==> src/include/core_params.svh <==
`ifndef CORE_PARAMS_SVH
`define CORE_PARAMS_SVH

// Datapath and register file sizing
`define CORE_DATA_W   32
`define CORE_REG_N    16
`define CORE_REG_AW   4

// Instruction word width
`define CORE_INSTR_W  28

// BRF takes its target from this register
`define CORE_LINK_REG 8

`endif
==> src/hw/alu_pkg.sv <==
package alu_pkg;

    typedef enum logic [3:0] {
        ALU_NOP,
        ALU_ADD,
        ALU_SUB,
        ALU_SHL,
        ALU_SHR,
        ALU_PASS,
        ALU_LDI,
        ALU_CEQ,
        ALU_CLT,
        ALU_CGT,
        ALU_FNOT,
        ALU_BRF
    } alu_op_e;

    // Operations that produce a register result
    function automatic logic writes_back(alu_op_e op);
        return op inside {ALU_ADD, ALU_SUB, ALU_SHL, ALU_SHR, ALU_PASS, ALU_LDI};
    endfunction

    // Operations that touch the flag
    function automatic logic sets_flag(alu_op_e op);
        return op inside {ALU_CEQ, ALU_CLT, ALU_CGT, ALU_FNOT};
    endfunction

endpackage

==> src/hw/isa_pkg.sv <==
`include "core_params.svh"

package isa_pkg;

    localparam int OPC_W      = 7;
    localparam int REG_PAD_W  = `CORE_INSTR_W - OPC_W - 3 * `CORE_REG_AW;
    localparam int IMM_W      = `CORE_DATA_W / 2;

    typedef enum logic [OPC_W-1:0] {
        OP_ADD  = 7'd0,
        OP_SUB  = 7'd1,
        OP_SHL  = 7'd2,
        OP_SHR  = 7'd3,
        OP_MOV  = 7'd4,
        OP_LDI  = 7'd5,
        OP_CEQ  = 7'd8,
        OP_CLT  = 7'd9,
        OP_CGT  = 7'd10,
        OP_FNOT = 7'd11,
        OP_BRF  = 7'd14
    } opcode_e;                                     // Other codes act as no-ops

    typedef struct packed {
        opcode_e                 opcode;
        logic [`CORE_REG_AW-1:0] rd;
        logic [`CORE_REG_AW-1:0] rs1;
        logic [`CORE_REG_AW-1:0] rs2;
        logic [REG_PAD_W-1:0]    unused;
    } instr_reg_t;

    typedef struct packed {
        opcode_e                 opcode;
        logic [`CORE_REG_AW-1:0] rd;
        logic                    high;              // Selects upper half
        logic [IMM_W-1:0]        imm;
    } instr_imm_t;

    // Same 28 bits, two views
    typedef union packed {
        instr_reg_t r;
        instr_imm_t i;
    } instr_u;

endpackage

==> src/hw/exec_core.sv <==
`include "core_params.svh"

module exec_core
    import isa_pkg::*;
    import alu_pkg::*;
(
    input  logic                    clock,
    input  logic                    arst_n,
    input  logic                    instr_valid,
    input  instr_u                  instr,
    output logic                    wb_valid,
    output logic [`CORE_REG_AW-1:0] wb_addr,
    output logic [`CORE_DATA_W-1:0] wb_data,
    output logic                    flag,
    output logic                    branch_taken,
    output logic [`CORE_DATA_W-1:0] branch_target
);

    logic [`CORE_REG_AW-1:0]   rd_addr_a;
    logic [`CORE_REG_AW-1:0]   rd_addr_b;
    logic [`CORE_DATA_W-1:0]   rd_data_a;
    logic [`CORE_DATA_W-1:0]   rd_data_b;
    logic                      wr_en;
    logic [`CORE_REG_AW-1:0]   wr_addr;
    logic [`CORE_DATA_W-1:0]   wr_data;

    logic                      dec_valid;
    alu_op_e                   dec_op;
    logic [`CORE_REG_AW-1:0]   dec_rd;
    logic [`CORE_DATA_W-1:0]   dec_a;
    logic [`CORE_DATA_W-1:0]   dec_b;
    logic [`CORE_DATA_W/2-1:0] dec_imm;
    logic                      dec_high;

    logic                      ex_wr;
    logic [`CORE_REG_AW-1:0]   ex_rd;
    logic [`CORE_DATA_W-1:0]   ex_data;
    logic                      ex_branch;
    logic [`CORE_DATA_W-1:0]   ex_target;

    instr_decoder decoder_i (
        .clock       (clock),
        .arst_n      (arst_n),
        .instr_valid (instr_valid),
        .instr       (instr),
        .rd_addr_a   (rd_addr_a),
        .rd_addr_b   (rd_addr_b),
        .rd_data_a   (rd_data_a),
        .rd_data_b   (rd_data_b),
        .ex_wr       (ex_wr),
        .ex_rd       (ex_rd),
        .ex_data     (ex_data),
        .dec_valid   (dec_valid),
        .dec_op      (dec_op),
        .dec_rd      (dec_rd),
        .dec_a       (dec_a),
        .dec_b       (dec_b),
        .dec_imm     (dec_imm),
        .dec_high    (dec_high)
    );

    reg_file regs_i (
        .clock     (clock),
        .arst_n    (arst_n),
        .rd_addr_a (rd_addr_a),
        .rd_addr_b (rd_addr_b),
        .rd_data_a (rd_data_a),
        .rd_data_b (rd_data_b),
        .wr_en     (wr_en),
        .wr_addr   (wr_addr),
        .wr_data   (wr_data)
    );

    alu_exec alu_i (
        .clock     (clock),
        .arst_n    (arst_n),
        .dec_valid (dec_valid),
        .dec_op    (dec_op),
        .dec_rd    (dec_rd),
        .dec_a     (dec_a),
        .dec_b     (dec_b),
        .dec_imm   (dec_imm),
        .dec_high  (dec_high),
        .ex_wr     (ex_wr),
        .ex_rd     (ex_rd),
        .ex_data   (ex_data),
        .ex_branch (ex_branch),
        .ex_target (ex_target),
        .flag      (flag)
    );

    result_stage result_i (
        .clock         (clock),
        .arst_n        (arst_n),
        .ex_wr         (ex_wr),
        .ex_rd         (ex_rd),
        .ex_data       (ex_data),
        .ex_branch     (ex_branch),
        .ex_target     (ex_target),
        .wr_en         (wr_en),
        .wr_addr       (wr_addr),
        .wr_data       (wr_data),
        .wb_valid      (wb_valid),
        .wb_addr       (wb_addr),
        .wb_data       (wb_data),
        .branch_taken  (branch_taken),
        .branch_target (branch_target)
    );

endmodule

==> src/hw/result_stage.sv <==
`include "core_params.svh"

module result_stage (
    input  logic                    clock,
    input  logic                    arst_n,
    input  logic                    ex_wr,
    input  logic [`CORE_REG_AW-1:0] ex_rd,
    input  logic [`CORE_DATA_W-1:0] ex_data,
    input  logic                    ex_branch,
    input  logic [`CORE_DATA_W-1:0] ex_target,
    output logic                    wr_en,
    output logic [`CORE_REG_AW-1:0] wr_addr,
    output logic [`CORE_DATA_W-1:0] wr_data,
    output logic                    wb_valid,
    output logic [`CORE_REG_AW-1:0] wb_addr,
    output logic [`CORE_DATA_W-1:0] wb_data,
    output logic                    branch_taken,
    output logic [`CORE_DATA_W-1:0] branch_target
);

    // One-cycle pulses
    always_ff @(posedge clock or negedge arst_n)
    begin
        if (!arst_n)
        begin
            wb_valid     <= 1'b0;
            branch_taken <= 1'b0;
        end
        else
        begin
            wb_valid     <= ex_wr;
            branch_taken <= ex_branch;
        end
    end

    // Values hold between pulses
    always_ff @(posedge clock)
    begin
        if (ex_wr)
        begin
            wb_addr <= ex_rd;
            wb_data <= ex_data;
        end
        if (ex_branch)
        begin
            branch_target <= ex_target;
        end
    end

    assign wr_en   = wb_valid;
    assign wr_addr = wb_addr;
    assign wr_data = wb_data;

endmodule

==> src/hw/alu_exec.sv <==
`include "core_params.svh"

module alu_exec
    import alu_pkg::*;
(
    input  logic                      clock,
    input  logic                      arst_n,
    input  logic                      dec_valid,
    input  alu_op_e                   dec_op,
    input  logic [`CORE_REG_AW-1:0]   dec_rd,
    input  logic [`CORE_DATA_W-1:0]   dec_a,
    input  logic [`CORE_DATA_W-1:0]   dec_b,
    input  logic [`CORE_DATA_W/2-1:0] dec_imm,
    input  logic                      dec_high,
    output logic                      ex_wr,
    output logic [`CORE_REG_AW-1:0]   ex_rd,
    output logic [`CORE_DATA_W-1:0]   ex_data,
    output logic                      ex_branch,
    output logic [`CORE_DATA_W-1:0]   ex_target,
    output logic                      flag
);

    localparam int HALF = `CORE_DATA_W / 2;

    logic [`CORE_DATA_W-1:0] result;
    logic                    flag_next;

    always_comb
    begin
        case (dec_op)
            ALU_ADD:  result = dec_a + dec_b;
            ALU_SUB:  result = dec_a - dec_b;
            ALU_SHL:  result = ~(~dec_a << dec_b);      // Ones shifted in
            ALU_SHR:  result = ~(~dec_a >> dec_b);
            ALU_LDI:
            begin
                if (dec_high)
                    result = {dec_imm, dec_a[HALF-1:0]};
                else
                    result = {dec_a[`CORE_DATA_W-1:HALF], dec_imm};
            end
            default:  result = dec_a;                   // PASS
        endcase
    end

    always_comb
    begin
        case (dec_op)
            ALU_CEQ:  flag_next = (dec_a == dec_b);
            ALU_CLT:  flag_next = (dec_a < dec_b);
            ALU_CGT:  flag_next = (dec_a > dec_b);
            ALU_FNOT: flag_next = ~flag;
            default:  flag_next = flag;
        endcase
    end

    always_ff @(posedge clock or negedge arst_n)
    begin
        if (!arst_n)
            flag <= 1'b0;
        else if (dec_valid && sets_flag(dec_op))
            flag <= flag_next;
    end

    assign ex_wr     = dec_valid && writes_back(dec_op);
    assign ex_rd     = dec_rd;
    assign ex_data   = result;
    assign ex_branch = dec_valid && (dec_op == ALU_BRF) && flag;
    assign ex_target = dec_a;                           // Link register value

endmodule

==> src/hw/reg_file.sv <==
`include "core_params.svh"

module reg_file (
    input  logic                    clock,
    input  logic                    arst_n,
    input  logic [`CORE_REG_AW-1:0] rd_addr_a,
    input  logic [`CORE_REG_AW-1:0] rd_addr_b,
    output logic [`CORE_DATA_W-1:0] rd_data_a,
    output logic [`CORE_DATA_W-1:0] rd_data_b,
    input  logic                    wr_en,
    input  logic [`CORE_REG_AW-1:0] wr_addr,
    input  logic [`CORE_DATA_W-1:0] wr_data
);

    logic [`CORE_DATA_W-1:0] regs [`CORE_REG_N];

    always_ff @(posedge clock or negedge arst_n)
    begin
        if (!arst_n)
        begin
            for (int i = 0; i < `CORE_REG_N; i++)
            begin
                regs[i] <= '0;
            end
        end
        else if (wr_en)
        begin
            regs[wr_addr] <= wr_data;
        end
    end

    // Write-through so a reader two instructions behind sees the pending write
    assign rd_data_a = (wr_en && wr_addr == rd_addr_a) ? wr_data : regs[rd_addr_a];
    assign rd_data_b = (wr_en && wr_addr == rd_addr_b) ? wr_data : regs[rd_addr_b];

endmodule

==> src/hw/instr_decoder.sv <==
`include "core_params.svh"

module instr_decoder
    import isa_pkg::*;
    import alu_pkg::*;
(
    input  logic                      clock,
    input  logic                      arst_n,
    input  logic                      instr_valid,
    input  instr_u                    instr,
    output logic [`CORE_REG_AW-1:0]   rd_addr_a,
    output logic [`CORE_REG_AW-1:0]   rd_addr_b,
    input  logic [`CORE_DATA_W-1:0]   rd_data_a,
    input  logic [`CORE_DATA_W-1:0]   rd_data_b,
    input  logic                      ex_wr,
    input  logic [`CORE_REG_AW-1:0]   ex_rd,
    input  logic [`CORE_DATA_W-1:0]   ex_data,
    output logic                      dec_valid,
    output alu_op_e                   dec_op,
    output logic [`CORE_REG_AW-1:0]   dec_rd,
    output logic [`CORE_DATA_W-1:0]   dec_a,
    output logic [`CORE_DATA_W-1:0]   dec_b,
    output logic [`CORE_DATA_W/2-1:0] dec_imm,
    output logic                      dec_high
);

    alu_op_e                 op_next;
    logic [`CORE_DATA_W-1:0] opnd_a;
    logic [`CORE_DATA_W-1:0] opnd_b;

    always_comb
    begin
        case (instr.r.opcode)
            OP_ADD:  op_next = ALU_ADD;
            OP_SUB:  op_next = ALU_SUB;
            OP_SHL:  op_next = ALU_SHL;
            OP_SHR:  op_next = ALU_SHR;
            OP_MOV:  op_next = ALU_PASS;
            OP_LDI:  op_next = ALU_LDI;
            OP_CEQ:  op_next = ALU_CEQ;
            OP_CLT:  op_next = ALU_CLT;
            OP_CGT:  op_next = ALU_CGT;
            OP_FNOT: op_next = ALU_FNOT;
            OP_BRF:  op_next = ALU_BRF;
            default: op_next = ALU_NOP;
        endcase
    end

    always_comb
    begin
        case (instr.r.opcode)
            OP_LDI:  rd_addr_a = instr.i.rd;                        // Merge into old rd value
            OP_BRF:  rd_addr_a = `CORE_REG_AW'(`CORE_LINK_REG);
            default: rd_addr_a = instr.r.rs1;
        endcase
    end

    assign rd_addr_b = instr.r.rs2;

    // Result still in execute overrides the file
    assign opnd_a = (ex_wr && ex_rd == rd_addr_a) ? ex_data : rd_data_a;
    assign opnd_b = (ex_wr && ex_rd == rd_addr_b) ? ex_data : rd_data_b;

    always_ff @(posedge clock or negedge arst_n)
    begin
        if (!arst_n)
        begin
            dec_valid <= 1'b0;
            dec_op    <= ALU_NOP;
        end
        else
        begin
            dec_valid <= instr_valid;
            dec_op    <= op_next;
        end
    end

    always_ff @(posedge clock)
    begin
        if (instr_valid)
        begin
            dec_rd   <= instr.r.rd;
            dec_a    <= opnd_a;
            dec_b    <= opnd_b;
            dec_imm  <= instr.i.imm;
            dec_high <= instr.i.high;
        end
    end

endmodule

==> config.mk <==
export PLATFORM = sky130hd
export DESIGN_NAME = exec_core
export DESIGN_NICKNAME = d
export VERILOG_FILES = /design/src/hw/alu_pkg.sv /design/src/hw/isa_pkg.sv /design/src/hw/exec_core.sv /design/src/hw/result_stage.sv /design/src/hw/alu_exec.sv /design/src/hw/reg_file.sv /design/src/hw/instr_decoder.sv
export VERILOG_INCLUDE_DIRS = /design/src /design/src/include
export SDC_FILE = /design/constraint.sdc
export NUM_CORES = 2
export LEC_CHECK = 0
export ABC_CLOCK_PERIOD_IN_PS = 5870
export BUFFER_PORTS_ARGS = -buffer_cell sky130_fd_sc_hd__buf_2
export CAP_MARGIN = 20
export CORE_ASPECT_RATIO = 0.5
export CORE_MARGIN = 5
export CORE_UTILIZATION = 60
export DETAILED_ROUTE_END_ITERATION = 8
export PLACE_DENSITY = 0.77
export SLEW_MARGIN = 20
export SYNTH_ARGS = -nofsm -noshare
export SYNTH_HDL_FRONTEND = slang
export SYNTH_HIERARCHICAL = 1
export SYNTH_SLANG_ARGS = --single-unit
==> constraint.sdc <==
create_clock -name clock -period 5.87 [get_ports clock]
set_input_delay 0.8805 -clock clock [delete_from_list [all_inputs] [get_ports clock]]
set_output_delay 0.8805 -clock clock [all_outputs]
set_load 0.05 [all_outputs]
==> impl_metrics.env <==
export IMPL_numCtsBuffers=60
export IMPL_rows=69
export IMPL_numPortBuffers=101
export IMPL_cp_arrival_ns=5.08
export IMPL_ff_latch_area_sq_mm=0.0176
export IMPL_yosys_area_top_type_share_pct=30.5
export IMPL_status="completed"
export IMPL_grt_overflow_total=0
export IMPL_drive_gt1_share_pct=39.0
export IMPL_yosys_warnings=6
export IMPL_htreeDepth=2
export IMPL_slew_headroom_pct=20.3
export IMPL_globalRouteTotalUtil_pct=35.6
export IMPL_synth_edf_count=153
export IMPL_fillers=5113
export IMPL_p_leak_nw=19.4
export IMPL_die_w_microns=387
export IMPL_finalHoldViolCount=0
export IMPL_critPathMaxFanout=12
export IMPL_clkSlewWorstSetupHoldPaths_ns=0.07
export IMPL_cts_max_path_buffers=3
export IMPL_first_pass_iters=6
export IMPL_finalPower_mw=12.8
export IMPL_fmax_ghz=0.213
export IMPL_ir_drop_uv=290
export IMPL_synthesis_area_sq_mm=0.0426
export IMPL_ios=102
export IMPL_grt_pass1_wl_mm=205
export IMPL_yosysUniqueCellTypes=93
export IMPL_final_cell_area_sq_mm=0.0454
export IMPL_finalCritPeriodShare_pct=80.0
export IMPL_layout_cells_non_filler=4292
export IMPL_post_cts_repair_setup_buffers=0
export IMPL_maxSlewViolCount=0
export IMPL_grt_max_degree=126
export IMPL_drv_cap=0
export IMPL_reg2reg_depth=11
export IMPL_synthFlopType="dfrtp_1"
export IMPL_grt_pass1_vias=31424
export IMPL_netlist_top_cells_area="dfrtp_1, mux2_2, mux4_2"
export IMPL_powerDensity_mw_per_mm2=282
export IMPL_critPathKind="flip-flop to flip-flop"
export IMPL_placed_area_sq_mm=0.0434
export IMPL_initial_core_util_pct=60.3
export IMPL_dieArea_sq_mm=0.0768
export IMPL_ant_nets=0
export IMPL_tightest_slew_ns=1.19
export IMPL_tns_ns=0
export IMPL_cts_tree="done"
export IMPL_post_route_drc_count=0
export IMPL_vias=31597
export IMPL_synth_async_reset_ratio_pct=77.3
export IMPL_synth_top_cell_by_area="dfrtp_1"
export IMPL_critPathLaunchType="flip-flop"
export IMPL_core_area_sq_mm=0.0707
export IMPL_drt_wl_total_mm=138
export IMPL_synthCells=3413
export IMPL_holdCritPathClass="input pin to async pin"
export IMPL_ys_seq_area_share_pct=41.3
export IMPL_layout_min_cycle_time_ns=4.70
export IMPL_rsz0062_at_grt="false"
export IMPL_area_delta_synth_final_pct=6.56
export IMPL_holdWs_ns=0.229
export IMPL_cts_resized=0
export IMPL_cts_num_sinks=673
export IMPL_setup_viol=0
export IMPL_clock_latency_ns=0.69
export IMPL_cts_root_buf="clkbuf_16"
export IMPL_die_y_microns=198
export IMPL_wl_per_cell_microns=32.2
export IMPL_cp_required_ns=6.25
export IMPL_final_nets=3378
export IMPL_routabilityCongestion=0.995
export IMPL_end_kind="flip-flop"
export IMPL_antenna_found_initial=8
export IMPL_multiInputGateArea_sq_mm=0.0230
export IMPL_first_iter_violations=4163
export IMPL_ys_seq_elements=673
export IMPL_setup_slack_ns=1.17
export IMPL_hold_buffers=0
export IMPL_synth_nets=3513
export IMPL_syn_avg_cell_area_sq_um=12.5
export IMPL_final_core_utilization_pct=64.2
export IMPL_viasPerCell=7.36
export IMPL_hpwl_mm=86.4
export IMPL_skew_ns=0.0612
export IMPL_dp_cells=4174
export IMPL_dpl_worst_slack_ns=0.955
[report_power, final]
part	switching, mW	internal (mW)	leakage (nW)	total (mW)
combinational	1.64	1.35	9.89	2.99
sequential	0.463	5.27	8.54	5.73
clock	1.89	2.20	1.00	4.09
[per-layer routing]
layer | share of wire [%] | track usage, %
met5 | 0.042 | 0
met2 | 43 | 52.9
met4 | 5.6 | 16.9
met1 | 37 | 47.8
met3 | 14 | 12.0
[cell families after synthesis]
kind of cell	Yosys count	synth area share [%]
mux	1024	34.9
compound gates	619	10.0
fa+ha+maj	69	2.06
flops	673	41.3
buf+inv	458	5.24
simple gates	547	5.96
xor+xnor	23	0.473
[final timing paths]
kind / from / to / slack, ns
max: decoder_i/dec_a[14]$_DFFE_PP_ / decoder_i/dec_b[30]$_DFFE_PP_ / 1.17
min: arst_n / regs_i/regs[477]$_DFFE_PN0P_ / 0.23
max reg2reg: decoder_i/dec_a[14]$_DFFE_PP_ / decoder_i/dec_b[30]$_DFFE_PP_ / 1.17
min reg2reg: regs_i/regs[112]$_DFFE_PN0P_ / regs_i/regs[112]$_DFFE_PN0P_ / 0.52
max in group asynchronous: arst_n / regs_i/regs[10]$_DFFE_PN0P_ / 4.39
min in group clock: instr[4] / decoder_i/dec_imm[4]$_DFFE_PP_ / 0.41
[layout make-up]
type | count | area share (%)
Sequential cell | 673 | 38.8
Clock inverter | 36 | 0.755
Multi-Input combinational cell | 2282 | 50.6
Antenna cell | 4 | 0.0220
Tap cell | 958 | 2.64
Inverter | 71 | 0.587
Timing Repair Buffer | 190 | 2.95
Clock buffer | 78 | 3.68
[cells in the mapped netlist, types with 29 or more instances]
cell type	count
mux4_2	294
edfxtp_1	153
mux2_4	30
a21oi_1	127
a211oi_1	30
ha_1	67
buf_4	83
o21ai_0	97
mux2i_1	66
mux2_2	626
buf_2	107
nor2_1	189
clkbuf_1	164
dfrtp_1	520
inv_1	69
nor3_1	44
a22oi_1	135
nand2_1	162
nand3_1	29
[critical path, stage by stage (launching register included)]
cell and delay, ns:
edfxtp_1 0.78, ha_1 0.68, nand4_1 0.25, nor4_1 0.78, nand3_1 0.37, a31o_2 0.38
o21a_1 0.24, mux2i_1 0.19, o211ai_1 0.10, o21ai_0 0.15, o21ai_1 0.17, mux2_2 0.29
[state kept, by name, indices dropped and copies added, names as in the netlist]
signal                  cells
decoder_i/dec_imm          16
result_i/wb_addr            4
decoder_i/dec_rd            4
result_i/branch_target     32
regs_i/regs               512
decoder_i/dec_b            32
decoder_i/dec_high          1
decoder_i/dec_valid         1
result_i/wb_data           32
decoder_i/dec_a            32
result_i/wb_valid           1
decoder_i/dec_op            4
result_i/branch_taken       1
alu_i/flag                  1
[layout by cell type (no fill, tap or decap), types with 12 or more instances in the layout]
cell type / Yosys / final
mux2_4: 30 / 30
clkinv_2: 0 / 17
buf_2: 107 / 97
a21o_1: 17 / 17
nand2b_1: 15 / 15
a31oi_1: 19 / 19
mux4_2: 294 / 294
mux2i_1: 66 / 66
nor2b_1: 18 / 14
o31ai_1: 16 / 16
nor2_1: 189 / 178
a211oi_1: 30 / 29
nor3_1: 44 / 40
ha_1: 67 / 67
o211ai_1: 13 / 13
clkbuf_16: 0 / 60
o221ai_1: 14 / 14
o21ai_0: 97 / 96
o21bai_1: 13 / 13
a22oi_1: 135 / 135
nand2_1: 162 / 159
edfxtp_1: 153 / 153
mux2_2: 626 / 626
inv_1: 69 / 69
a21oi_1: 127 / 127
a221oi_1: 17 / 17
nand3_1: 29 / 29
xnor2_1: 12 / 12
o22ai_1: 16 / 16
dfrtp_1: 520 / 520
buf_4: 83 / 79
a221o_1: 12 / 12
(Power assumes the default switching activity.)
